<file path="config.mk">
export PLATFORM = sky130hd
export DESIGN_NAME = adma_data_mover
export DESIGN_NICKNAME = d
export VERILOG_FILES = /design/src/logic/adma_pkg.sv /design/src/logic/adma_data_mover.sv
export SDC_FILE = /design/constraint.sdc
export NUM_CORES = 1
export LEC_CHECK = 0
export BUFFER_PORTS_ARGS = -buffer_cell sky130_fd_sc_hd__buf_2
export CORE_MARGIN = 2
export CORE_UTILIZATION = 31
export CTS_CLUSTER_DIAMETER = 30
export DETAILED_ROUTE_END_ITERATION = 10
export GPL_TIMING_DRIVEN = 0
export PLACE_DENSITY = 0.65
export SLEW_MARGIN = 20
export SYNTH_ARGS = -nofsm -noshare
export SYNTH_HDL_FRONTEND = slang
export SYNTH_SLANG_ARGS = --single-unit
</file>
<file path="constraint.sdc">
create_clock -name CLK -period 4.3 [get_ports CLK]
set_input_delay 0.86 -clock CLK [delete_from_list [all_inputs] [get_ports CLK]]
set_output_delay 0.86 -clock CLK [all_outputs]
set_load 0.02 [all_outputs]
</file>
<file path="src/logic/adma_pkg.sv">
/*
 * adma shared definitions
 * word widths, descriptor action codes and the attribute word layout
 */
`default_nettype none

package adma_pkg;

   localparam int data_w = 32;   // system bus word
   localparam int len_w  = 16;   // descriptor length field

   ////////////////////
   // descriptor actions
   ////////////////////
   localparam logic [1:0] act_nop  = 2'b00;
   localparam logic [1:0] act_tran = 2'b10;
   localparam logic [1:0] act_link = 2'b11;
   // 2'b01 is reserved and handled like nop

   // descriptor word 0, seen raw on the bus or split into fields
   typedef union packed {
      logic [data_w-1:0] raw;
      struct packed {
         logic             valid;     // descriptor may be used
         logic             end_flag;  // last descriptor of the chain
         logic [1:0]       rsvd;
         logic [1:0]       act;
         logic [9:0]       spare;
         logic [len_w-1:0] length;    // words to move for tran
      } attr;
   } adma_attr_u;

endpackage

`default_nettype wire
</file>
<file path="src/logic/adma_data_mover.sv">
/*
 * adma data mover
 * copies one tran job between ram and the tx or rx buffer,
 * stalling its ram requests while the buffer cannot take or give a word
 */
`timescale 1ns/1ps
`default_nettype none

module adma_data_mover #(
   parameter int ADDR_W = 8
) (
   input  wire                         CLK,
   input  wire                         rst_n,
   input  wire                         dir,       // 0 ram->tx, 1 rx->ram
   input  wire                         job_go,
   input  wire [ADDR_W-1:0]            job_addr,
   input  wire [adma_pkg::len_w-1:0]   job_len,
   output logic                        job_done,
   output logic                        req,
   output logic                        we,
   output logic [ADDR_W-1:0]           addr,
   output logic [adma_pkg::data_w-1:0] wdata,
   input  wire                         gnt,
   input  wire                         rvalid,
   input  wire [adma_pkg::data_w-1:0]  rdata,
   input  wire                         tx_full,
   output logic                        tx_wr,
   output logic [adma_pkg::data_w-1:0] tx_din,
   input  wire                         rx_empty,
   output logic                        rx_rd,
   input  wire [adma_pkg::data_w-1:0]  rx_dout
);

   logic                        active;
   logic                        inflight;    // ram read granted, data not back yet
   logic                        hold_valid;
   logic [adma_pkg::data_w-1:0] hold_data;   // word waiting for a tx slot
   logic [adma_pkg::len_w-1:0]  remain;      // words not yet requested
   logic [ADDR_W-1:0]           ptr;
   logic                        tx_req;
   logic                        rx_req;
   logic                        finished;

   ////////////////////
   // request side
   ////////////////////
   // hold must be free or draining by the time the read returns
   assign tx_req = active && !dir && (remain != '0) && !inflight &&
                   !(hold_valid && tx_full);
   assign rx_req = active && dir && (remain != '0) && !rx_empty;

   assign req   = tx_req || rx_req;
   assign we    = dir;
   assign addr  = ptr;
   assign wdata = rx_dout;        // head word, popped on grant
   assign rx_rd = rx_req && gnt;

   assign tx_wr  = hold_valid && !tx_full;
   assign tx_din = hold_data;

   assign finished = active && (remain == '0) && !inflight && !hold_valid;

   always_ff @(posedge CLK) begin
      if (!rst_n) begin
         active     <= 1'b0;
         inflight   <= 1'b0;
         hold_valid <= 1'b0;
         job_done   <= 1'b0;
      end else begin
         job_done <= 1'b0;
         if (job_go) begin
            active <= 1'b1;
            ptr    <= job_addr;
            remain <= job_len;
         end else if (finished) begin
            active   <= 1'b0;
            job_done <= 1'b1;
         end
         if (req && gnt) begin
            ptr    <= ptr + ADDR_W'(1);
            remain <= remain - 1'b1;
         end
         if (tx_req && gnt) begin
            inflight <= 1'b1;
         end else if (rvalid) begin
            inflight <= 1'b0;
         end
         if (rvalid) begin
            hold_data  <= rdata;
            hold_valid <= 1'b1;
         end else if (tx_wr) begin
            hold_valid <= 1'b0;
         end
      end
   end

   // read data never lands on an unsent word
   a_hold_free: assert property (@(posedge CLK) disable iff (!rst_n)
      rvalid |-> !hold_valid);

endmodule

`default_nettype wire

</file>
==> out/qor.txt <==
CTS Hold Bufs = 0
drt initial violations = 85
routed len/inst = 14.00 microns
Metal-1 WL = 2.432 mm
synthesized area per cell = 14.19 sq um
CP startpoint kind = flop
min-delay src = active
# Max-Cap Violations = 0
Reg2Reg Depth = 6
slowest CP cell = nor4_1
crit path capture type = output port
antenna diode count = 0
Crit path max-delay family = simple AND/OR/NAND/NOR gates
Slew HR = 0.5020
reg2reg setup slack = 1.67 ns
share of cells above drive strength 1 = 0.6085
vias in the first global route = 1933
top cells by area, synth = edfxtp_1 (59%), buf_4 (8.7%), mux2_2 (8.3%), xnor2_1 (4.3%), dfxtp_1 (2.8%)
Cell Rows = 34
RSZ-0062 raised after global routing = no
CP Max Fanout = 4
Core ar. = 8806 sq um
CTS Sinks = 60
Port Buffers = 140
total number of H-tree levels = 3
Tmin final = 2.991 ns
NumNets Final = 450
Worst Hold Endpoint = job_done
WL met3 = 523 microns
Main synth FF type = edfxtp_1
ANT nets after route = 0
post_cts resized = 0
global-route wire length before repair = 9.611 mm
I/O pin total = 173
CTS tree = built
Congestion Overflow GR = 0
pwr dens = 373.6 nW/um^2
1st-pass router iterations = 4
Routed WL = 6.482 mm
Final period util = 0.6957
Pleak = 1.667 nW
Synth cell types = 35
clock-pin slew on the worst setup and hold paths = 0.06 ns
Starting Density = 0.3224
Die Span X = 99.70 microns
dpl cell area = 3676 sq um
WP buf/inv = 1
syn nets = 299
Mapped Area = 2839 sq um
Max Slew Vio Count = 0
worst path cell trace = nor4_1, nand4_1, nand3_2, nor2_1, buf_2
Vias = 2052
Longest Clk Path Bufs = 2
CTS buffer count = 9
post-synth top area share = 0.5923
via density per instance = 4.432
Syn. warnings = 0
Die Y = 99.70 microns
CP Data Required Time = 3.44 ns
Post-DP HPWL = 4.907 mm
antenna violations before repair = 1
status = finished clean
Worst-Margin Slew = 0.7470 ns
largest net degree at the start of global routing = 33
non-filler cells, final = 463
Syn Inst Count = 200
Clock Root Buffer = clkbuf_8
sequential share of the synthesized area = 0.6205
placed cell count = 448
cell count of the worst hold path = 2
Commonest cells post-synth = edfxtp_1 (56), buf_4 (33), mux2_2 (21)
Arr. time, crit path = 2.13 ns
setup TNS = 0 ns
worst r2r src = remain[8]
post-synth top area cell = edfxtp_1
FFs w/ async S/R, synth = 0
Crit Path Category = flop to output port
Final Cell Area = 3881 sq um
Clock Latency Late Sink = 0.34 ns
R2R Path End = remain[12]
uppermost layer routed = met5
final setup violation count = 0
skew final = 0.009119 ns
die area = 9939 sq um
peak supply drop = 0.0001547 V
RePlAce Congestion = 0.7123
count leader, synth = edfxtp_1
GRT Total Usage = 0.1302
Achievable Freq = 0.3343 GHz
worst hold path class = flop to flop
Final Hold Fails = 0
post-synthesis register bit count = 60
EDFF count, synth = 56
setup repair bufs after CTS = 0
DR WL met2 = 3.414 mm
DRC viols = 0
Critical path origin = remain[8]
max incr delay on CP = 0.62 ns
synth-to-layout area growth = 36.71%
==> layout make-up <==
type,instances,area [sq um]
fill,827,4925
sequential,60,1762
multi-input combinational,100,790.8
timing repair buffer,140,700.7
buffer,35,270.3
tap,108,135.1
clock buffer,9,123.9
clock inverter,6,80.08
inverter,5,18.77
==> worst min-delay path: cells and delay by family, from the launching register on <==
kind,cells,cell delay [ns]
AND/OR/NAND/NOR,2,0.11
flip-flops,1,0.34
==> power breakdown <==
part           internal, mW  total (mW)  switching, mW  leakage (nW)
clock                 0.318       0.543          0.225         0.102
combinational        0.0956       0.207          0.111          1.01
sequential            0.681       0.700         0.0193         0.559
==> worst max-delay path by stage <==
stage                  to  cells past startpoint
3_5_place_dp    remain[7]                      7
3_3_place_gp   remain[12]                      7
2_1_floorplan     addr[0]                      6
4_1_cts             rx_rd                      5
5_1_grt             rx_rd                      5
6_report            rx_rd                      5
==> routing by layer <==
layer | track usage | vias to the layer above
met5 | 0 | -
met4 | 0.06112 | 2
met3 | 0.04357 | 9
met2 | 0.2256 | 104
met1 | 0.1441 | 944
li1 | - | 993
==> state kept, by name, indices dropped and copies added, names as in the netlist <==
name	flops
addr	8
hold_valid	1
job_done	1
remain	16
active	1
inflight	1
tx_din	32
==> layout by cell type, fill, tap and decap left out, types with 3 or more instances in the layout <==
master	netlist	final
buf_2	0	140
edfxtp_1	56	56
buf_4	33	33
mux2_2	21	21
xnor2_1	14	14
clkbuf_8	0	9
nand3_1	8	8
nand2_1	7	7
nor2_1	6	6
inv_1	5	5
xor2_1	4	4
dfxtp_1	4	4
a21oi_1	3	3
nor4_1	3	3
nor2b_1	3	3
ha_1	3	3
clkinv_1	0	3
==> per-stage QoR <==
stage / hold WS (ns) / util / setup slack, ns / power (mW)
after floorplan: 0.4521 / - / 1.627 / 0.8402
after global placement: 0.4810 / 0.4173 / 1.033 / 0.9176
after detailed placement: 0.4775 / 0.4174 / 0.9921 / 0.9229
after CTS: 0.4851 / 0.4406 / 1.224 / 1.465
after global routing: 0.5356 / 0.4408 / 1.088 / 1.508
final: 0.4860 / 0.4408 / 1.309 / 1.450
==> kinds of logic after synthesis <==
kind of cell | Yosys count | share of synthesized area
flops | 60 | 0.6205
simple gates | 48 | 0.1001
buf+inv | 40 | 0.1018
mux | 24 | 0.09432
xor+xnor | 18 | 0.05553
compound gates | 7 | 0.01454
fa+ha+maj | 3 | 0.01322
Power figures use the tool's default switching activity.
