<file path="src/logic/adma_pkg.sv">
/*
 * adma shared definitions
 * word widths, descriptor action codes and the attribute word layout
 */
`default_nettype none

package adma_pkg;

   localparam int data_w = 32;   // system bus word
   localparam int len_w  = 16;   // descriptor length field

   ////////////////////
   // descriptor actions
   ////////////////////
   localparam logic [1:0] act_nop  = 2'b00;
   localparam logic [1:0] act_tran = 2'b10;
   localparam logic [1:0] act_link = 2'b11;
   // 2'b01 is reserved and handled like nop

   // descriptor word 0, seen raw on the bus or split into fields
   typedef union packed {
      logic [data_w-1:0] raw;
      struct packed {
         logic             valid;     // descriptor may be used
         logic             end_flag;  // last descriptor of the chain
         logic [1:0]       rsvd;
         logic [1:0]       act;
         logic [9:0]       spare;
         logic [len_w-1:0] length;    // words to move for tran
      } attr;
   } adma_attr_u;

endpackage

`default_nettype wire
</file>
<file path="src/logic/data_fifo.sv">
/*
 * data fifo
 * synchronous word buffer with full and empty flags, head word on dout
 */
`timescale 1ns/1ps
`default_nettype none

module data_fifo #(
   parameter int FIFO_DEPTH = 16
) (
   input  wire                         CLK,
   input  wire                         rst_n,
   input  wire                         wr,
   input  wire [adma_pkg::data_w-1:0]  din,
   input  wire                         rd,
   output logic [adma_pkg::data_w-1:0] dout,
   output logic                        full,
   output logic                        empty
);

   localparam int ptr_w = $clog2(FIFO_DEPTH);
   localparam int cnt_w = $clog2(FIFO_DEPTH + 1);

   logic [adma_pkg::data_w-1:0] mem [FIFO_DEPTH];
   logic [ptr_w-1:0]            wr_ptr;
   logic [ptr_w-1:0]            rd_ptr;
   logic [cnt_w-1:0]            count;

   assign dout  = mem[rd_ptr];
   assign full  = (count == cnt_w'(FIFO_DEPTH));
   assign empty = (count == '0);

   always_ff @(posedge CLK) begin
      if (wr) mem[wr_ptr] <= din;
   end

   always_ff @(posedge CLK) begin
      if (!rst_n) begin
         wr_ptr <= '0;
         rd_ptr <= '0;
         count  <= '0;
      end else begin
         if (wr) begin
            wr_ptr <= (wr_ptr == ptr_w'(FIFO_DEPTH - 1)) ? '0 : wr_ptr + 1'b1;
         end
         if (rd) begin
            rd_ptr <= (rd_ptr == ptr_w'(FIFO_DEPTH - 1)) ? '0 : rd_ptr + 1'b1;
         end
         case ({wr, rd})
            2'b10:   count <= count + 1'b1;
            2'b01:   count <= count - 1'b1;
            default: count <= count;   // idle or push+pop
         endcase
      end
   end

   a_no_overflow: assert property (@(posedge CLK) disable iff (!rst_n) wr |-> !full);
   a_no_underflow: assert property (@(posedge CLK) disable iff (!rst_n) rd |-> !empty);

endmodule

`default_nettype wire

</file>
<file path="config.mk">
export PLATFORM = sky130hd
export DESIGN_NAME = data_fifo
export DESIGN_NICKNAME = d
export VERILOG_FILES = /design/src/logic/adma_pkg.sv /design/src/logic/data_fifo.sv
export SDC_FILE = /design/constraint.sdc
export NUM_CORES = 1
export LEC_CHECK = 0
export BUFFER_PORTS_ARGS = -buffer_cell sky130_fd_sc_hd__buf_2
export CAP_MARGIN = 30
export CORE_MARGIN = 4
export CORE_UTILIZATION = 55
export CTS_CLUSTER_DIAMETER = 120
export DETAILED_ROUTE_END_ITERATION = 16
export PLACE_DENSITY = 0.74
export SETUP_SLACK_MARGIN = 0.02
export SLEW_MARGIN = 30
export SYNTH_ARGS = -nofsm -noshare
export SYNTH_HDL_FRONTEND = slang
export SYNTH_SLANG_ARGS = --single-unit
</file>
<file path="constraint.sdc">
create_clock -name CLK -period 2.06 [get_ports CLK]
set_clock_uncertainty 0.2 [all_clocks]
set_input_delay 0.103 -clock CLK [delete_from_list [all_inputs] [get_ports CLK]]
set_output_delay 0.103 -clock CLK [all_outputs]
set_load 0.005 [all_outputs]
</file>
==> results_dict.tcl, run 1 <==
set metrics [dict create \
    period_share_pct 128.8 \
    synth_compound_gate_area_share_pct 2.927 \
    syn_inst 902 \
    gp_congestion 0.7157 \
    clk_path_buf_depth 3 \
    ys_warn_count 0 \
    hold_path_class "input pin to register" \
    cts_tree "done" \
    final_antenna_net_count 0 \
    pin_count 70 \
    layout_setup_ws_ns -0.5934 \
    final_layout_size_suffix_gt1_share_pct 38.54 \
    p_sw_w 0.004672 \
    seqPwrFrac_pct 54.4 \
    seq_area_frac_synth_pct 78.22 \
    finalNetCount 1143 \
    internal_power_w 0.01736 \
    rows 69 \
    holdPathStages 4 \
    power_w 0.02203 \
    multi_input_area_um2 4532 \
    drt-initial-drc-count 1238 \
    power_density_nw_per_um2 902.0 \
    die_h_um 199.1 \
    drv_cap 0 \
    synth_top_area_share_pct 76.53 \
    worst_setup_path_start_kind "register" \
    drt-vias-per-instance 6.367 \
    routed_wl_um 47720 \
    dr.pass1.iters 5 \
    max_freq_mhz 376.9 \
    grt_setup_unrepaired "yes" \
    slew_headroom_pct 52.56 \
    detail_route.wl_per_cell_um 29.92 \
    grt_max_degree 56 \
    power.leakage_nw 7.861 \
    portBuffers 69 \
    synth_xor_area_share_pct 0.2180 \
    overflow 0 \
    synth_fp_nets 947 \
    place_ws_ns -0.05643 \
    finalMaxSlewViolations 0 \
    path_clk_slew_ns 0.07 \
    cp.arrival_ns 2.35 \
    combPwrFrac_pct 7.3 \
    grt_pass1_vias 10640 \
    synthArstFlopShare_pct 0 \
    start_util_pct 56.07 \
    hold_viol_final 0 \
    fin_util_pct 68.18 \
    worstMarginPinSlew_ns 0.7099 \
    synth_adder_area_share_pct 0.5605 \
    clkSinkCount 529 \
    yosysTopAreaCell "edfxtp_1" \
    avgSynthCellArea_um2 22.27 \
    ff2ff_path_depth 3 \
    ys_types 36 \
    switching_share_pct 21.20 \
    num_vias 10160 \
    status "finished, violations left" \
    fillCellCount 2122 \
    holdWs_ns 0.2017 \
    rrSetupSlack_ns 0.17 \
    htree_levels 2 \
    synth-edff-count 512 \
    fin_crit_ns 2.653 \
    antenna_found_initial 1 \
    drc 0 \
    pwr-share-clk_pct 38.3 \
    diodes 0 \
    netlist_top_cells_count "edfxtp_1 (512), mux4_2 (128), a22oi_1 (64), nand2_1 (38), clkbuf_1 (26)" \
    crit_type "register to output port" \
    yosys_register_bits 529 \
    setup_viol 32 \
    die-area_um2 39650 \
    vdd_drop_max_mv 0.9844 \
    syn-cell-area_um2 20090 \
    critical_path_required_ns 1.76 \
    synth-simple-area-share_pct 2.398 \
    crit_path_end_kind "output port" \
    die_w_um 199.1 \
    area_growth_pct 21.59 \
    cp_max_fo 7 \
    synth.mux.area_fraction_pct 14.50 \
    synth_top_flop_cell "edfxtp_1" \
    violations "negative setup slack" \
    grt_pass1_wl_um 69920 \
    regArea_um2 15730 \
    track_usage_pct 24.55 \
    synth_top_family_by_area "multiplexers" \
    synth.area.top_cells "edfxtp_1 (77%), mux4_2 (14%), a22oi_1 (2.4%), dfxtp_1 (1.7%), nand2_1 (0.71%)" \
    tritoncts.num_buffers 50 \
    ctsRootBufferMaster "clkbuf_16" \
    core_um2 35830 \
    dpl.hpwl_um 23230 \
    synthMostInstantiatedCell "edfxtp_1" \
    clk_latency_ns 0.58 \
]
## per-layer routing
layer	part of all wire, %	GRT usage, %
met5	0.027	0
met1	37	33.78
met2	52	40.89
met4	2.5	6.738
met3	8.9	5.075
## registers in the layout (all words and copies together), names as in the netlist, named ones only
name	flops
mem	512
count	5
rd_ptr	4
wr_ptr	4
## worst max-delay path, cell delays in order (launching register included)
cell     delay (ns)
dfxtp_4        0.41
buf_12         0.16
buf_12         0.13
buf_16         0.14
mux4_2         0.53
a22oi_2        0.18
nand2_1        0.08
buf_2          0.13
## power groups by stage
stage,Clock (W),Combinational [W],Sequential [W]
2_1_floorplan,0,0.000759,0.0122
3_3_place_gp,0,0.00126,0.0122
3_5_place_dp,0,0.00129,0.0122
4_1_cts,0.00849,0.00158,0.0120
5_1_grt,0.00909,0.00172,0.0120
6_report,0.00844,0.00161,0.0120
## through the flow
step	setup TNS, ns	std cells	area, um^2
after floorplan	0	902	20100
final	-16.71	1595	24430
after CTS	-17.32	1596	24320
after global routing	-19.06	1595	24430
after detailed placement	-0.1391	1448	21790
after global placement	-0.04759	1448	21790
## path summary, 6_finish.rpt
kind | from | endpoint
setup / recovery | register | dout[28]
hold / removal | rst_n | count[3]
setup reg to reg | wr_ptr[2] | mem[1][29]
hold reg to reg | rd_ptr[3] | register
## cells in the final DEF, fill, tap and decap left out, drive strengths merged
cell type | netlist | final
dlygate4sd3 | 0 | 35
nor2 | 10 | 11
or3 | 3 | 3
a2111oi | 1 | 1
nand2 | 38 | 38
a22oi | 64 | 64
a311oi | 1 | 1
dfxtp | 17 | 17
mux4 | 128 | 128
buf | 20 | 152
clkinv | 0 | 26
o31a | 1 | 1
nand2b | 3 | 3
xnor2 | 1 | 1
o21ai | 5 | 5
a21o | 1 | 1
edfxtp | 512 | 512
nor4 | 1 | 1
nand4bb | 1 | 1
bufinv | 0 | 1
inv | 5 | 6
nand4 | 2 | 2
mux2i | 3 | 3
a31oi | 1 | 1
nor2b | 3 | 3
nor3b | 1 | 1
and3 | 2 | 2
nand3 | 5 | 5
o211ai | 1 | 1
nand3b | 2 | 2
and2 | 19 | 19
nand4b | 3 | 3
a21oi | 7 | 7
xor2 | 4 | 4
nor3 | 2 | 2
ha | 9 | 9
clkbuf | 26 | 62
## repair_timing
action | CTS | global route
gates cloned | 10 | 2
endpoints found under the hold margin | 529 | 0
setup buffers | 15 | 0
endpoints found under the setup margin | 32 | 35
hold buffers | 35 | 0
pin swaps | 43 | 23
resized for setup | 61 | 27
## logic make-up after synthesis
group,Yosys count
AOI/OAI and AO/OA,82
adders and majority gates,9
buffers and inverters,51
and+or+nand+nor,95
xor gates and xnor gates,5
muxes,131
DFF,529
## final cells by class
type	count	area share [%]
flip-flops and latches	529	64.37
multi-input cells	323	18.55
clock buffers	60	5.363
inverters	5	0.07683
repair buffers	189	8.641
well taps	461	2.361
clock inverters	28	0.6351
(Power assumes the default switching activity.)
==> run 2, diff against run 1 <==
--- a/config.mk
+++ b/config.mk
@@ -13,6 +13,7 @@
 export DETAILED_ROUTE_END_ITERATION = 16
 export PLACE_DENSITY = 0.74
 export SETUP_SLACK_MARGIN = 0.02
+export SKIP_LAST_GASP = 1
 export SLEW_MARGIN = 30
 export SYNTH_ARGS = -nofsm -noshare
 export SYNTH_HDL_FRONTEND = slang
==> results_dict.tcl, run 2 (synthesis gave the netlist of run 1 again) <==
set metrics [dict create \
    status "finished, violations left" \
    violations "negative setup slack" \
    clk_latency_ns 0.58 \
    fin_crit_ns 2.623 \
    detail_route.wl_per_cell_um 29.75 \
    dpl.hpwl_um 23230 \
    gp_congestion 0.7157 \
    pin_count 70 \
    holdPathStages 4 \
    core_um2 35830 \
    setup_viol 32 \
    finalNetCount 1143 \
    power_w 0.02200 \
    ff2ff_path_depth 3 \
    hold_path_class "input pin to register" \
    cts_tree "done" \
    fin_util_pct 68.11 \
    power.leakage_nw 7.859 \
    htree_levels 2 \
    regMostFlops "mem" \
    final_antenna_net_count 0 \
    die-area_um2 39650 \
    start_util_pct 56.07 \
    routed_wl_um 47450 \
    num_vias 10110 \
    drc 0 \
    crit_path_end_kind "output port" \
    max_freq_mhz 381.3 \
    reg.largest.list "mem (512), count (5)" \
    crit_type "register to output port" \
    ctsRootBufferMaster "clkbuf_16" \
    final_cell_mix "edfxtp_1 (512), mux4_2 (128), buf_2 (68)" \
    vdd_drop_max_mv 0.9802 \
    timing.rr.start "wr_ptr[2]" \
    path_clk_slew_ns 0.07 \
    tritoncts.num_buffers 50 \
    drv_cap 0 \
    regArea_um2 15720 \
    critical_path_required_ns 1.76 \
    overflow 0 \
    power_density_nw_per_um2 901.7 \
    rows 69 \
    clkSinkCount 529 \
    drt-vias-per-instance 6.336 \
    die_w_um 199.1 \
    hold_viol_final 0 \
    layout_commonest_cell "edfxtp_1" \
    largest_reg_flops 512 \
    final_layout_size_suffix_gt1_share_pct 37.92 \
    multi_input_area_um2 4508 \
    track_usage_pct 24.51 \
    clk_path_buf_depth 3 \
    worstMarginPinSlew_ns 0.7070 \
    layout_setup_ws_ns -0.5629 \
    dr.pass1.iters 5 \
    drt-initial-drc-count 1223 \
    antenna_found_initial 2 \
    cp_max_fo 7 \
    finalMaxSlewViolations 0 \
    area_growth_pct 21.45 \
    r2r-end "mem[1][29]" \
    portBuffers 69 \
    hold_end "count[3]" \
    cp.arrival_ns 2.32 \
    grt_setup_unrepaired "yes" \
    slew_headroom_pct 52.76 \
    die_h_um 199.1 \
    fillCellCount 2120 \
    grt_max_degree 56 \
    worst_setup_path_start_kind "register" \
    rrSetupSlack_ns 0.17 \
    grt_pass1_wl_um 69880 \
    hp-start "rst_n" \
    grt_pass1_vias 10630 \
    period_share_pct 127.3 \
    diodes 0 \
]
## run 2: power breakdown
| group | switching (W) | total (W) | internal [W] |
|---|---|---|---|
| clock network | 0.00379 | 0.00842 | 0.00463 |
| registers | 0.0000648 | 0.0120 | 0.0119 |
| logic | 0.000791 | 0.00160 | 0.000807 |
| total | 0.00464 | 0.0220 | 0.0174 |
## run 2: layout make-up
cell class	count	share of cell area, %
repair buffers	189	8.645
clock buffers	60	5.369
multi-input cells	323	18.48
flip-flops and latches	529	64.43
well taps	461	2.364
clock inverters	28	0.6358
inverters	5	0.07692
## run 2: per-layer routing
layer  vias up  part of all wire (%)  GRT usage [%]  routed length [um]
met5         -                 0.057              0                  27
met4         4                   2.5          6.991                1174
met3        91                   8.3          4.940                3953
met2       534                    52          40.54               24570
met1      5259                    37          33.98               17730
li1       4218                     -              -                   -
## run 2: per-stage QoR
stage	hold WS (ns)	cells	area, um^2	setup slack [ns]	setup TNS [ns]
3_3_place_gp	0.2254	1448	21790	-0.04759	-0.04759
2_1_floorplan	0.001869	902	20100	0.02851	0
6_report	0.2041	1595	24400	-0.5629	-16.52
3_5_place_dp	0.2467	1448	21790	-0.05643	-0.1391
5_1_grt	0.2354	1595	24400	-0.6497	-19.13
4_1_cts	0.1741	1596	24250	-0.5965	-17.65
## run 2: what timing repair did
action | 4_1_cts | 5_1_grt
endpoints found under the hold margin | 529 | 0
resized for setup | 46 | 35
cloned | 10 | 2
setup buffers | 15 | 0
endpoints found under the setup margin | 32 | 35
pin swaps | 41 | 23
hold buffers | 35 | 0
## run 2: how the worst max path moves through the flow
stage | start | end | slack, ns | depth (start not counted)
after global routing | register | dout[28] | -0.65 | 7
after CTS | register | dout[25] | -0.60 | 6
final | register | dout[31] | -0.56 | 7
after detailed placement | register | dout[14] | -0.06 | 5
after global placement | register | dout[14] | -0.05 | 5
after floorplan | wr_ptr[2] | mem[0][0] | 0.03 | 2
## run 2: worst max-delay path, stage by stage (launching register included)
cell and delay, ns:
dfxtp_4 0.41, buf_12 0.16, buf_12 0.13, buf_16 0.14, mux4_2 0.51, a22oi_2 0.15, nand2_1 0.10, buf_2 0.14
