`src/logic/adma_pkg.sv`:
```
/*
 * adma shared definitions
 * word widths, descriptor action codes and the attribute word layout
 */
`default_nettype none

package adma_pkg;

   localparam int data_w = 32;   // system bus word
   localparam int len_w  = 16;   // descriptor length field

   ////////////////////
   // descriptor actions
   ////////////////////
   localparam logic [1:0] act_nop  = 2'b00;
   localparam logic [1:0] act_tran = 2'b10;
   localparam logic [1:0] act_link = 2'b11;
   // 2'b01 is reserved and handled like nop

   // descriptor word 0, seen raw on the bus or split into fields
   typedef union packed {
      logic [data_w-1:0] raw;
      struct packed {
         logic             valid;     // descriptor may be used
         logic             end_flag;  // last descriptor of the chain
         logic [1:0]       rsvd;
         logic [1:0]       act;
         logic [9:0]       spare;
         logic [len_w-1:0] length;    // words to move for tran
      } attr;
   } adma_attr_u;

endpackage

`default_nettype wire
```
`src/logic/ram_arbiter.sv`:
```
/*
 * ram arbiter
 * fixed priority host > fetcher > mover on the single ram port,
 * read valid strobes steered back to whoever issued the read
 */
`timescale 1ns/1ps
`default_nettype none

module ram_arbiter #(
   parameter int ADDR_W = 8
) (
   input  wire                         CLK,
   input  wire                         rst_n,
   input  wire                         host_req,
   input  wire                         host_we,
   input  wire [ADDR_W-1:0]            host_addr,
   input  wire [adma_pkg::data_w-1:0]  host_wdata,
   output logic                        host_rvalid,
   input  wire                         fetch_req,
   input  wire [ADDR_W-1:0]            fetch_addr,
   output logic                        fetch_gnt,
   output logic                        fetch_rvalid,
   input  wire                         mover_req,
   input  wire                         mover_we,
   input  wire [ADDR_W-1:0]            mover_addr,
   input  wire [adma_pkg::data_w-1:0]  mover_wdata,
   output logic                        mover_gnt,
   output logic                        mover_rvalid,
   output logic [ADDR_W-1:0]           ram_addr,
   output logic                        ram_we,
   output logic [adma_pkg::data_w-1:0] ram_wdata
);

   logic [2:0] rd_owner;   // {mover, fetch, host}

   // host is never refused
   assign fetch_gnt = fetch_req && !host_req;
   assign mover_gnt = mover_req && !host_req && !fetch_req;

   always_comb begin
      ram_addr  = mover_addr;
      ram_we    = mover_gnt && mover_we;
      ram_wdata = mover_wdata;
      if (host_req) begin
         ram_addr  = host_addr;
         ram_we    = host_we;
         ram_wdata = host_wdata;
      end else if (fetch_req) begin
         ram_addr = fetch_addr;   // fetcher only reads
         ram_we   = 1'b0;
      end
   end

   // who gets the ram data on the next cycle
   always_ff @(posedge CLK) begin
      if (!rst_n) begin
         rd_owner <= '0;
      end else begin
         rd_owner <= {mover_gnt && !mover_we, fetch_gnt, host_req && !host_we};
      end
   end

   assign host_rvalid  = rd_owner[0];
   assign fetch_rvalid = rd_owner[1];
   assign mover_rvalid = rd_owner[2];

   ////////////////////
   // protocol checks
   ////////////////////
   a_gnt_onehot: assert property (@(posedge CLK) disable iff (!rst_n)
      $onehot0({host_req, fetch_gnt, mover_gnt}));

   // a waiting requester keeps asking
   a_mover_hold: assert property (@(posedge CLK) disable iff (!rst_n)
      mover_req && !mover_gnt |=> mover_req);
   a_fetch_hold: assert property (@(posedge CLK) disable iff (!rst_n)
      fetch_req && !fetch_gnt |=> fetch_req);

endmodule

`default_nettype wire

```
`config.mk`:
```
export PLATFORM = sky130hd
export DESIGN_NAME = ram_arbiter
export DESIGN_NICKNAME = d
export VERILOG_FILES = /design/src/logic/adma_pkg.sv /design/src/logic/ram_arbiter.sv
export SDC_FILE = /design/constraint.sdc
export NUM_CORES = 1
export LEC_CHECK = 0
export BUFFER_PORTS_ARGS = -buffer_cell sky130_fd_sc_hd__buf_2
export CORE_UTILIZATION = 27
export DETAILED_ROUTE_END_ITERATION = 7
export GPL_TIMING_DRIVEN = 0
export PLACE_DENSITY = 0.8
export SYNTH_ARGS = -nofsm -noshare
export SYNTH_HDL_FRONTEND = slang
export SYNTH_SLANG_ARGS = --single-unit
export TNS_END_PERCENT = 20
```
`constraint.sdc`:
```
create_clock -name CLK -period 1.2 [get_ports CLK]
set_clock_uncertainty 0.05 [all_clocks]
set_input_delay 0.18 -clock CLK [delete_from_list [all_inputs] [get_ports CLK]]
set_output_delay 0.18 -clock CLK [all_outputs]
set_load 0.01 [all_outputs]
```
==> flow_metrics.tcl, run 1 <==
set metrics [dict create \
    status "finished with violations" \
    violations "DRC" \
    drc_errors 21 \
    post_cts_buffers 0 \
    cap_violations 0 \
    largest_register_ffs 3 \
    power_frac_comb_pct 67.5 \
    relSlewSlack_pct 87.1 \
    ys_ff_latch 3 \
    cts_buffer_depth 2 \
    crit_path_start_kind "input port" \
    rsz0062_at_grt "true" \
    synth_cell_types 16 \
    postRouteWirelength_mm 3.22 \
    hold_viol_final 0 \
    clock-root-buffer "clkbuf_4" \
    path_cells "buf_6 > buf_8 > mux2_4 > buf_2" \
    ctsResizeCount 0 \
    timing.fmax_mhz 847 \
    final_nets 314 \
    top_regs "rd_owner x3" \
    clock_sinks 3 \
    floorplan.rows 19 \
    synth_cells 75 \
    drtPass1Iterations 7 \
    drv_slew 0 \
    drtAntennaViolNets 0 \
    initial_utilization_pct 29.1 \
    syn-mean-instance-area_um2 10.9 \
    p_per_area_mw_per_mm2 547 \
    crit_arrival_ns 0.95 \
    overflow 0 \
    gr-usage-all-layers_pct 19.5 \
    htree_num_levels 1 \
    wl_per_cell_um 12.9 \
    grt_max_degree 11 \
    finish.utilization_pct 56.4 \
    place_inst 245 \
    critPathKind "in2out" \
    ys_warn_count 0 \
    core_mm2 0.00281 \
    grt_pass1_vias 1088 \
    setup_viol 0 \
    gpl.final_weighted_congestion 0.670 \
    hold_end "rd_owner[2]$_SDFF_PN0_" \
    die_w_um 57.0 \
    swShare_pct 33.2 \
    synthTopCellsByArea "mux2_4 52%, mux2i_1 9.8%, dfxtp_1 7.4%" \
    cp-end-kind "primary output" \
    grt_pass1_wl_mm 4.97 \
    power_switching_uw 287 \
    syn-num-nets 170 \
    routed_via_density 4.58 \
    postPlaceCellArea_mm2 0.00155 \
    tightest_slew_ns 0.193 \
    antenna_cells 0 \
    drive_gt1_share_pct 83.5 \
    cts_tree "yes" \
    yosysTopAreaCell "mux2_4" \
    intPower_uw 578 \
    antenna_found_initial 0 \
    min_period_over_period_pct 98.4 \
    fin_crit_ns 1.18 \
    path_clk_slew_ns 0.04 \
    num_vias 1140 \
    synth_top_cell_area_share_pct 51.5 \
    synth_area_um2 816 \
    hold_class "in2reg" \
    final_cells 249 \
    power.leakage_nw 0.988 \
    ios 141 \
    ys_seq_area_share_pct 7.36 \
    drtIter0Drc 62 \
    crit_slowest_cell "mux2_4" \
    cts_buffers 3 \
    top_register "rd_owner" \
    seq_power_share_pct 12.0 \
    final_area_mm2 0.00158 \
    whs_ns 0.0955 \
    syn_to_final_growth_pct 93.9 \
    crit_required_ns 0.97 \
    worstHoldPathCells 2 \
    hold_buffers 0 \
    hp-start "mover_we" \
    peakVddDrop_v 0.000190 \
    p_clk_share_pct 20.5 \
    critPathMaxFanout 10 \
    chipHeight_um 57.0 \
    die_area_mm2 0.00325 \
    path_buf_inv 3 \
    max_stage_delay_ns 0.31 \
    portBuffers 139 \
    path_delay_family "buffers and inverters" \
    dp_hpwl_mm 2.80 \
]
==> placed cells by master, fill, tap and decap left out, drive strengths merged <==
cell and n:
buf 146, mux2 32, nand2 9, o21ai 9, mux2i 8, clkbuf 4, dfxtp 3, nand2b 2
and3b 2, nor2b 1, nor2 1, nor4b 1
==> power by group through the flow <==
| stage | clock [mW] | sequential, mW | combinational [mW] |
|---|---|---|---|
| 2_1_floorplan | 0 | 0.108 | 0.304 |
| 3_5_place_dp | 0 | 0.106 | 0.585 |
| 6_report | 0.177 | 0.104 | 0.584 |
| 5_1_grt | 0.208 | 0.104 | 0.631 |
| 4_1_cts | 0.185 | 0.104 | 0.587 |
| 3_3_place_gp | 0 | 0.105 | 0.575 |
==> through the flow <==
stage / power (mW) / setup slack (ns) / setup TNS, ns
after floorplan: 0.412 / 0.191 / 0
after global placement: 0.680 / 0.0102 / 0
after detailed placement: 0.691 / 0.00973 / 0
after CTS: 0.876 / 0.00748 / 0
after global routing: 0.944 / -0.0126 / -0.104
final: 0.865 / 0.0193 / 0
==> layout make-up <==
cell class                      instances  area, um^2
Timing Repair Buffer                  139         696
Sequential cell                         3        60.1
Clock buffer                            4        26.3
Tap cell                               31        38.8
Multi-Input combinational cell         65         679
Fill cell                             286        1220
Buffer                                  7        81.3
==> synth_stat cells <==
library cell	instances
buf_4	1
o21ai_0	8
buf_6	3
and3b_1	2
mux2i_1	8
buf_8	2
nand2_1	9
nor2_1	1
dfxtp_1	3
mux2_4	28
nor4b_2	1
nand2b_1	2
o21ai_1	1
buf_2	1
nor2b_1	1
mux2_2	4
==> how the worst max path moves through the flow <==
stage / depth (start not counted) / start / slack [ns] / end
finish: 4 / host_req / 0.02 / ram_wdata[17]
global route: 4 / host_req / -0.01 / ram_wdata[15]
detailed placement: 4 / host_req / 0.01 / ram_wdata[29]
floorplan: 3 / host_req / 0.19 / ram_wdata[23]
CTS: 4 / host_req / 0.007 / ram_wdata[8]
global placement: 4 / host_req / 0.01 / ram_wdata[24]
==> routing by layer <==
layer,track usage (%),share of wire (%),vias up
met1,19.7,34,512
met2,37.5,54,64
met5,0,0,-
met3,6.80,11,6
met4,5.57,1.6,0
li1,-,-,558
==> logic make-up (layout without fill, tap and decap cells) <==
kind of cell           count (synthesis)  after routing  synth area share [%]
AO/OA/AOI/OAI                          9              9                  5.52
buffers and inverters                  7            150                  9.36
flip-flops                             3              3                  7.36
multiplexers                          40             40                  66.9
AND/OR/NAND/NOR                       16             16                  10.9
(Power assumes the default switching activity.)
==> run 2: changes to the inputs <==
--- a/config.mk
+++ b/config.mk
@@ -6,10 +6,12 @@
 export NUM_CORES = 1
 export LEC_CHECK = 0
 export BUFFER_PORTS_ARGS = -buffer_cell sky130_fd_sc_hd__buf_2
-export CORE_UTILIZATION = 27
+export CELL_PAD_IN_SITES_DETAIL_PLACEMENT = 2
+export CELL_PAD_IN_SITES_GLOBAL_PLACEMENT = 2
+export CORE_UTILIZATION = 11
 export DETAILED_ROUTE_END_ITERATION = 7
 export GPL_TIMING_DRIVEN = 0
-export PLACE_DENSITY = 0.8
+export PLACE_DENSITY_LB_ADDON = 0.1
 export SYNTH_ARGS = -nofsm -noshare
 export SYNTH_HDL_FRONTEND = slang
 export SYNTH_SLANG_ARGS = --single-unit
==> run 2 against run 1 <==
Effect of this change:
- the run now ends clean
- non-clock buffer count is the same
- wire length rose by 25%
- clock power is 63% higher
- sequential power about the same
- highest routed layer unchanged
- core utilization fell by 33 points
- clock-buffer cell count stayed put
- first-iteration DRC count fell by 90%
- sequential share of layout area down 0.27 points
- via count grew 1.4%
==> flow_metrics.tcl, run 2 (synthesized netlist as in run 1, its figures left out) <==
set metrics [dict create \
    antenna_found_initial 0 \
    fin_crit_ns 1.17 \
    wl_per_cell_um 12.7 \
    hold_class "in2reg" \
    antenna_cells 0 \
    syn_to_final_growth_pct 109 \
    status "finished, final reports clean" \
    cts_tree "yes" \
    drv_slew 0 \
    drtIter0Drc 6 \
    rsz0062_at_grt "false" \
    dp_hpwl_mm 3.58 \
    routed_via_density 3.65 \
    overflow 0 \
    setup_viol 0 \
    cts_buffer_depth 2 \
    drc_errors 0 \
    timing.fmax_mhz 856 \
    p_per_area_mw_per_mm2 581 \
    top_register "rd_owner" \
    grt_max_degree 11 \
    die_area_mm2 0.00776 \
    hold_viol_final 0 \
    n_fill_cell 893 \
    final_area_mm2 0.00170 \
    min_period_over_period_pct 97.3 \
    portBuffers 139 \
    crit_arrival_ns 0.94 \
    cap_violations 0 \
    ios 141 \
    worstHoldPathCells 2 \
    setup_tns_ns 0 \
    critPathKind "in2out" \
    final_nets 314 \
    cp-end-kind "primary output" \
    drtPass1Iterations 4 \
    post_cts_buffers 0 \
    place_ws_ns -0.0113 \
    hold_end "rd_owner[2]$_SDFF_PN0_" \
    htree_num_levels 1 \
    largest_register_ffs 3 \
    tightest_slew_ns 0.198 \
    critPathMaxFanout 10 \
    power.leakage_nw 1.00 \
    whs_ns 0.109 \
    relSlewSlack_pct 86.8 \
    clock_sinks 3 \
    gr-usage-all-layers_pct 9.40 \
    die_w_um 88.1 \
    layout_commonest_cell "buf_2" \
    clock-root-buffer "clkbuf_8" \
    grt_pass1_vias 1202 \
    crit_path_start_kind "input port" \
    chipHeight_um 88.1 \
    finish.utilization_pct 23.6 \
    top_regs "rd_owner x3" \
    core_mm2 0.00721 \
    path_clk_slew_ns 0.03 \
    cts_buffers 3 \
    floorplan.rows 31 \
    drtAntennaViolNets 0 \
    num_vias 1156 \
    gpl.final_weighted_congestion 0.602 \
    fin_ws_ns 0.0318 \
    peakVddDrop_v 0.000225 \
    postRouteWirelength_mm 4.03 \
    initial_utilization_pct 11.3 \
    drive_gt1_share_pct 83.5 \
    final_cell_mix "140 x buf_2, 28 x mux2_4, 9 x nand2_1" \
    hold_buffers 0 \
    crit_required_ns 0.97 \
    hp-start "mover_we" \
    postPlaceCellArea_mm2 0.00164 \
    grt_pass1_wl_mm 5.58 \
]
-- run 2: cell counts in the layout (fill, tap and decap cells not counted) --
Identical to the previous run, type by type.
-- run 2: worst max path at each step --
stage / from / end / slack [ns] / cells after the start
after detailed placement: host_req / ram_wdata[28] / -0.01 / 4
after CTS: host_req / ram_wdata[11] / -0.004 / 4
final: host_req / ram_wdata[11] / 0.03 / 4
after global routing: host_req / ram_wdata[4] / 0.004 / 4
after floorplan: host_req / ram_wdata[23] / 0.19 / 3
after global placement: host_req / ram_wdata[28] / -0.01 / 4
-- run 2: final cells by class --
| cell class | count | area [um^2] | share of cell area, % |
|---|---|---|---|
| tap | 99 | 124 | 7.28 |
| sequential | 3 | 60.1 | 3.53 |
| multi-input combinational | 65 | 679 | 39.9 |
| buffer | 7 | 97.6 | 5.74 |
| clock buffer | 4 | 45.0 | 2.65 |
| timing repair buffer | 139 | 696 | 40.9 |
-- run 2: stage by stage --
step           total power [mW]  instances
2_1_floorplan             0.412         75
3_3_place_gp              0.695        313
3_5_place_dp              0.705        313
4_1_cts                    1.01        317
5_1_grt                    1.07        317
6_report                  0.989        317
-- run 2: metal layers --
| layer | track usage, % | share of wire (%) | vias up |
|---|---|---|---|
| met2 | 17.8 | 51 | 71 |
| li1 | - | - | 559 |
| met5 | 0 | 0 | - |
| met4 | 3.52 | 0.84 | 0 |
| met1 | 9.90 | 37 | 524 |
| met3 | 2.54 | 11 | 2 |
-- run 2: what timing repair did --
item / CTS / global route
gates resized for setup: 1 / 5
endpoints found under the setup margin: 7 / 27
pin swaps: 0 / 0
cloned: 0 / 0
-- run 2: power by group --
part,internal (mW),switching [mW]
sequential,0.104,0.000701
combinational,0.356,0.239
clock,0.226,0.0631
total,0.686,0.303
-- run 2: critical path: stages --
cell and delay (ns):
buf_8 0.13, buf_8 0.17, mux2_4 0.31, buf_2 0.14
==> run 3: changes to the inputs <==
--- a/config.mk
+++ b/config.mk
@@ -11,7 +11,7 @@
 export CORE_UTILIZATION = 11
 export DETAILED_ROUTE_END_ITERATION = 7
 export GPL_TIMING_DRIVEN = 0
-export PLACE_DENSITY_LB_ADDON = 0.1
+export PLACE_DENSITY_LB_ADDON = 0.05
 export SYNTH_ARGS = -nofsm -noshare
 export SYNTH_HDL_FRONTEND = slang
 export SYNTH_SLANG_ARGS = --single-unit
==> run 3 against run 2 <==
Effect of this change:
- non-clock buffer count did not move
- largest power group unchanged
- critical endpoint is now ram_wdata[17]
- cell area about the same
- clock power increased by 1%
==> flow_metrics.tcl, run 3 (synthesized netlist as in run 1, its figures left out) <==
set metrics [dict create \
    finish.utilization_pct 23.6 \
    initial_utilization_pct 11.3 \
    post_cts_buffers 0 \
    critPathKind "in2out" \
    drive_gt1_share_pct 83.5 \
    ios 141 \
    hold_buffers 0 \
    power_switching_uw 312 \
    antenna_cells 0 \
    min_period_over_period_pct 96.9 \
    place_ws_ns -0.0104 \
    crit_arrival_ns 0.93 \
    place_inst 313 \
    crit_slowest_cell "mux2_4" \
    drtIter0Drc 5 \
    timing.fmax_mhz 860 \
    seq_power_share_pct 10.5 \
    final_nets 314 \
    floorplan.rows 31 \
    drc_errors 0 \
    grt_max_degree 11 \
    htree_num_levels 1 \
    routed_via_density 3.68 \
    drtAntennaViolNets 0 \
    path_cells "buf_8 > buf_8 > mux2_4 > buf_2" \
    fin_crit_ns 1.16 \
    intPower_uw 686 \
    max_stage_delay_ns 0.31 \
    wl_per_cell_um 13.3 \
    finalPower_uw 998 \
    grt_pass1_vias 1261 \
    ctsResizeCount 2 \
    cts_buffers 3 \
    core_mm2 0.00721 \
    rsz0062_at_grt "false" \
    gpl.final_weighted_congestion 0.653 \
    cap_violations 0 \
    hp-start "mover_we" \
    p_per_area_mw_per_mm2 587 \
    crit_required_ns 0.97 \
    antenna_found_initial 0 \
    drv_slew 0 \
    grt_pass1_wl_mm 5.96 \
    power.leakage_nw 1.00 \
    timing.critical_path.mode_cell "buf_8" \
    num_vias 1166 \
    die_area_mm2 0.00776 \
    top_regs "rd_owner x3" \
    dp_hpwl_mm 3.81 \
    hold_class "in2reg" \
    die_w_um 88.1 \
    drtPass1Iterations 4 \
    syn_to_final_growth_pct 108 \
    chipHeight_um 88.1 \
    top_register "rd_owner" \
    overflow 0 \
    relSlewSlack_pct 87.3 \
    clock_sinks 3 \
    cts_tree "yes" \
    tightest_slew_ns 0.191 \
    portBuffers 139 \
    setup_viol 0 \
    final_cell_mix "140 x buf_2, 28 x mux2_4, 9 x nand2_1" \
    cp-end-kind "primary output" \
    status "finished, final reports clean" \
    hold_viol_final 0 \
    power_frac_comb_pct 60.2 \
    postRouteWirelength_mm 4.20 \
    peakVddDrop_v 0.000153 \
    largest_register_ffs 3 \
    p_clk_share_pct 29.4 \
    swShare_pct 31.2 \
    critPathMaxFanout 10 \
    clock-root-buffer "clkbuf_8" \
    gr-usage-all-layers_pct 9.83 \
    crit_path_start_kind "input port" \
    fin_ws_ns 0.0376 \
    whs_ns 0.105 \
    path_clk_slew_ns 0.03 \
    critical_path.startpoint "host_req" \
    cts_buffer_depth 2 \
    layout_commonest_cell "buf_2" \
    final_cells 317 \
]
## run 3: cell counts in the layout (fill, tap and decap cells not counted)
Identical to the previous run, type by type.
## run 3: area by class of cell
class | count | area [um^2]
clock buffers | 4 | 45.0
well taps | 99 | 124
multi-input cells | 65 | 679
flip-flops and latches | 3 | 60.1
fillers | 893 | 5510
repair buffers | 139 | 696
plain buffers | 7 | 96.3
## run 3: routing by layer
layer  share of wire (%)  track usage, %  wire, um
met1                  33            9.49      1390
met2                  55            20.9      2330
met3                  11            2.45       452
met4                0.64            1.47        27
met5                   0               0         0
## run 3: metrics by stage
| stage | area [um^2] | setup TNS (ns) |
|---|---|---|
| final | 1700 | 0 |
| after global routing | 1700 | 0 |
| after CTS | 1690 | -0.00129 |
| after detailed placement | 1640 | -0.0393 |
| after global placement | 1640 | 0 |
| after floorplan | 816 | 0 |
## run 3: power by group through the flow
stage                     sequential, mW  clock (mW)  combinational (mW)
after floorplan                    0.108           0               0.304
after global placement             0.106           0               0.588
after detailed placement           0.106           0               0.605
after CTS                          0.105       0.304               0.610
after global routing               0.105       0.316               0.653
final                              0.105       0.293               0.600
## run 3: worst max-delay path: cells and delay by family
family	cells	cell delay [ns]
buffers and inverters	3	0.44
multiplexers	1	0.31
## run 3: final timing paths
path | slack (ns) | cells after the start | end
max | 0.04 | 4 | ram_wdata[17]
min | 0.11 | 2 | rd_owner[2]$_SDFF_PN0_
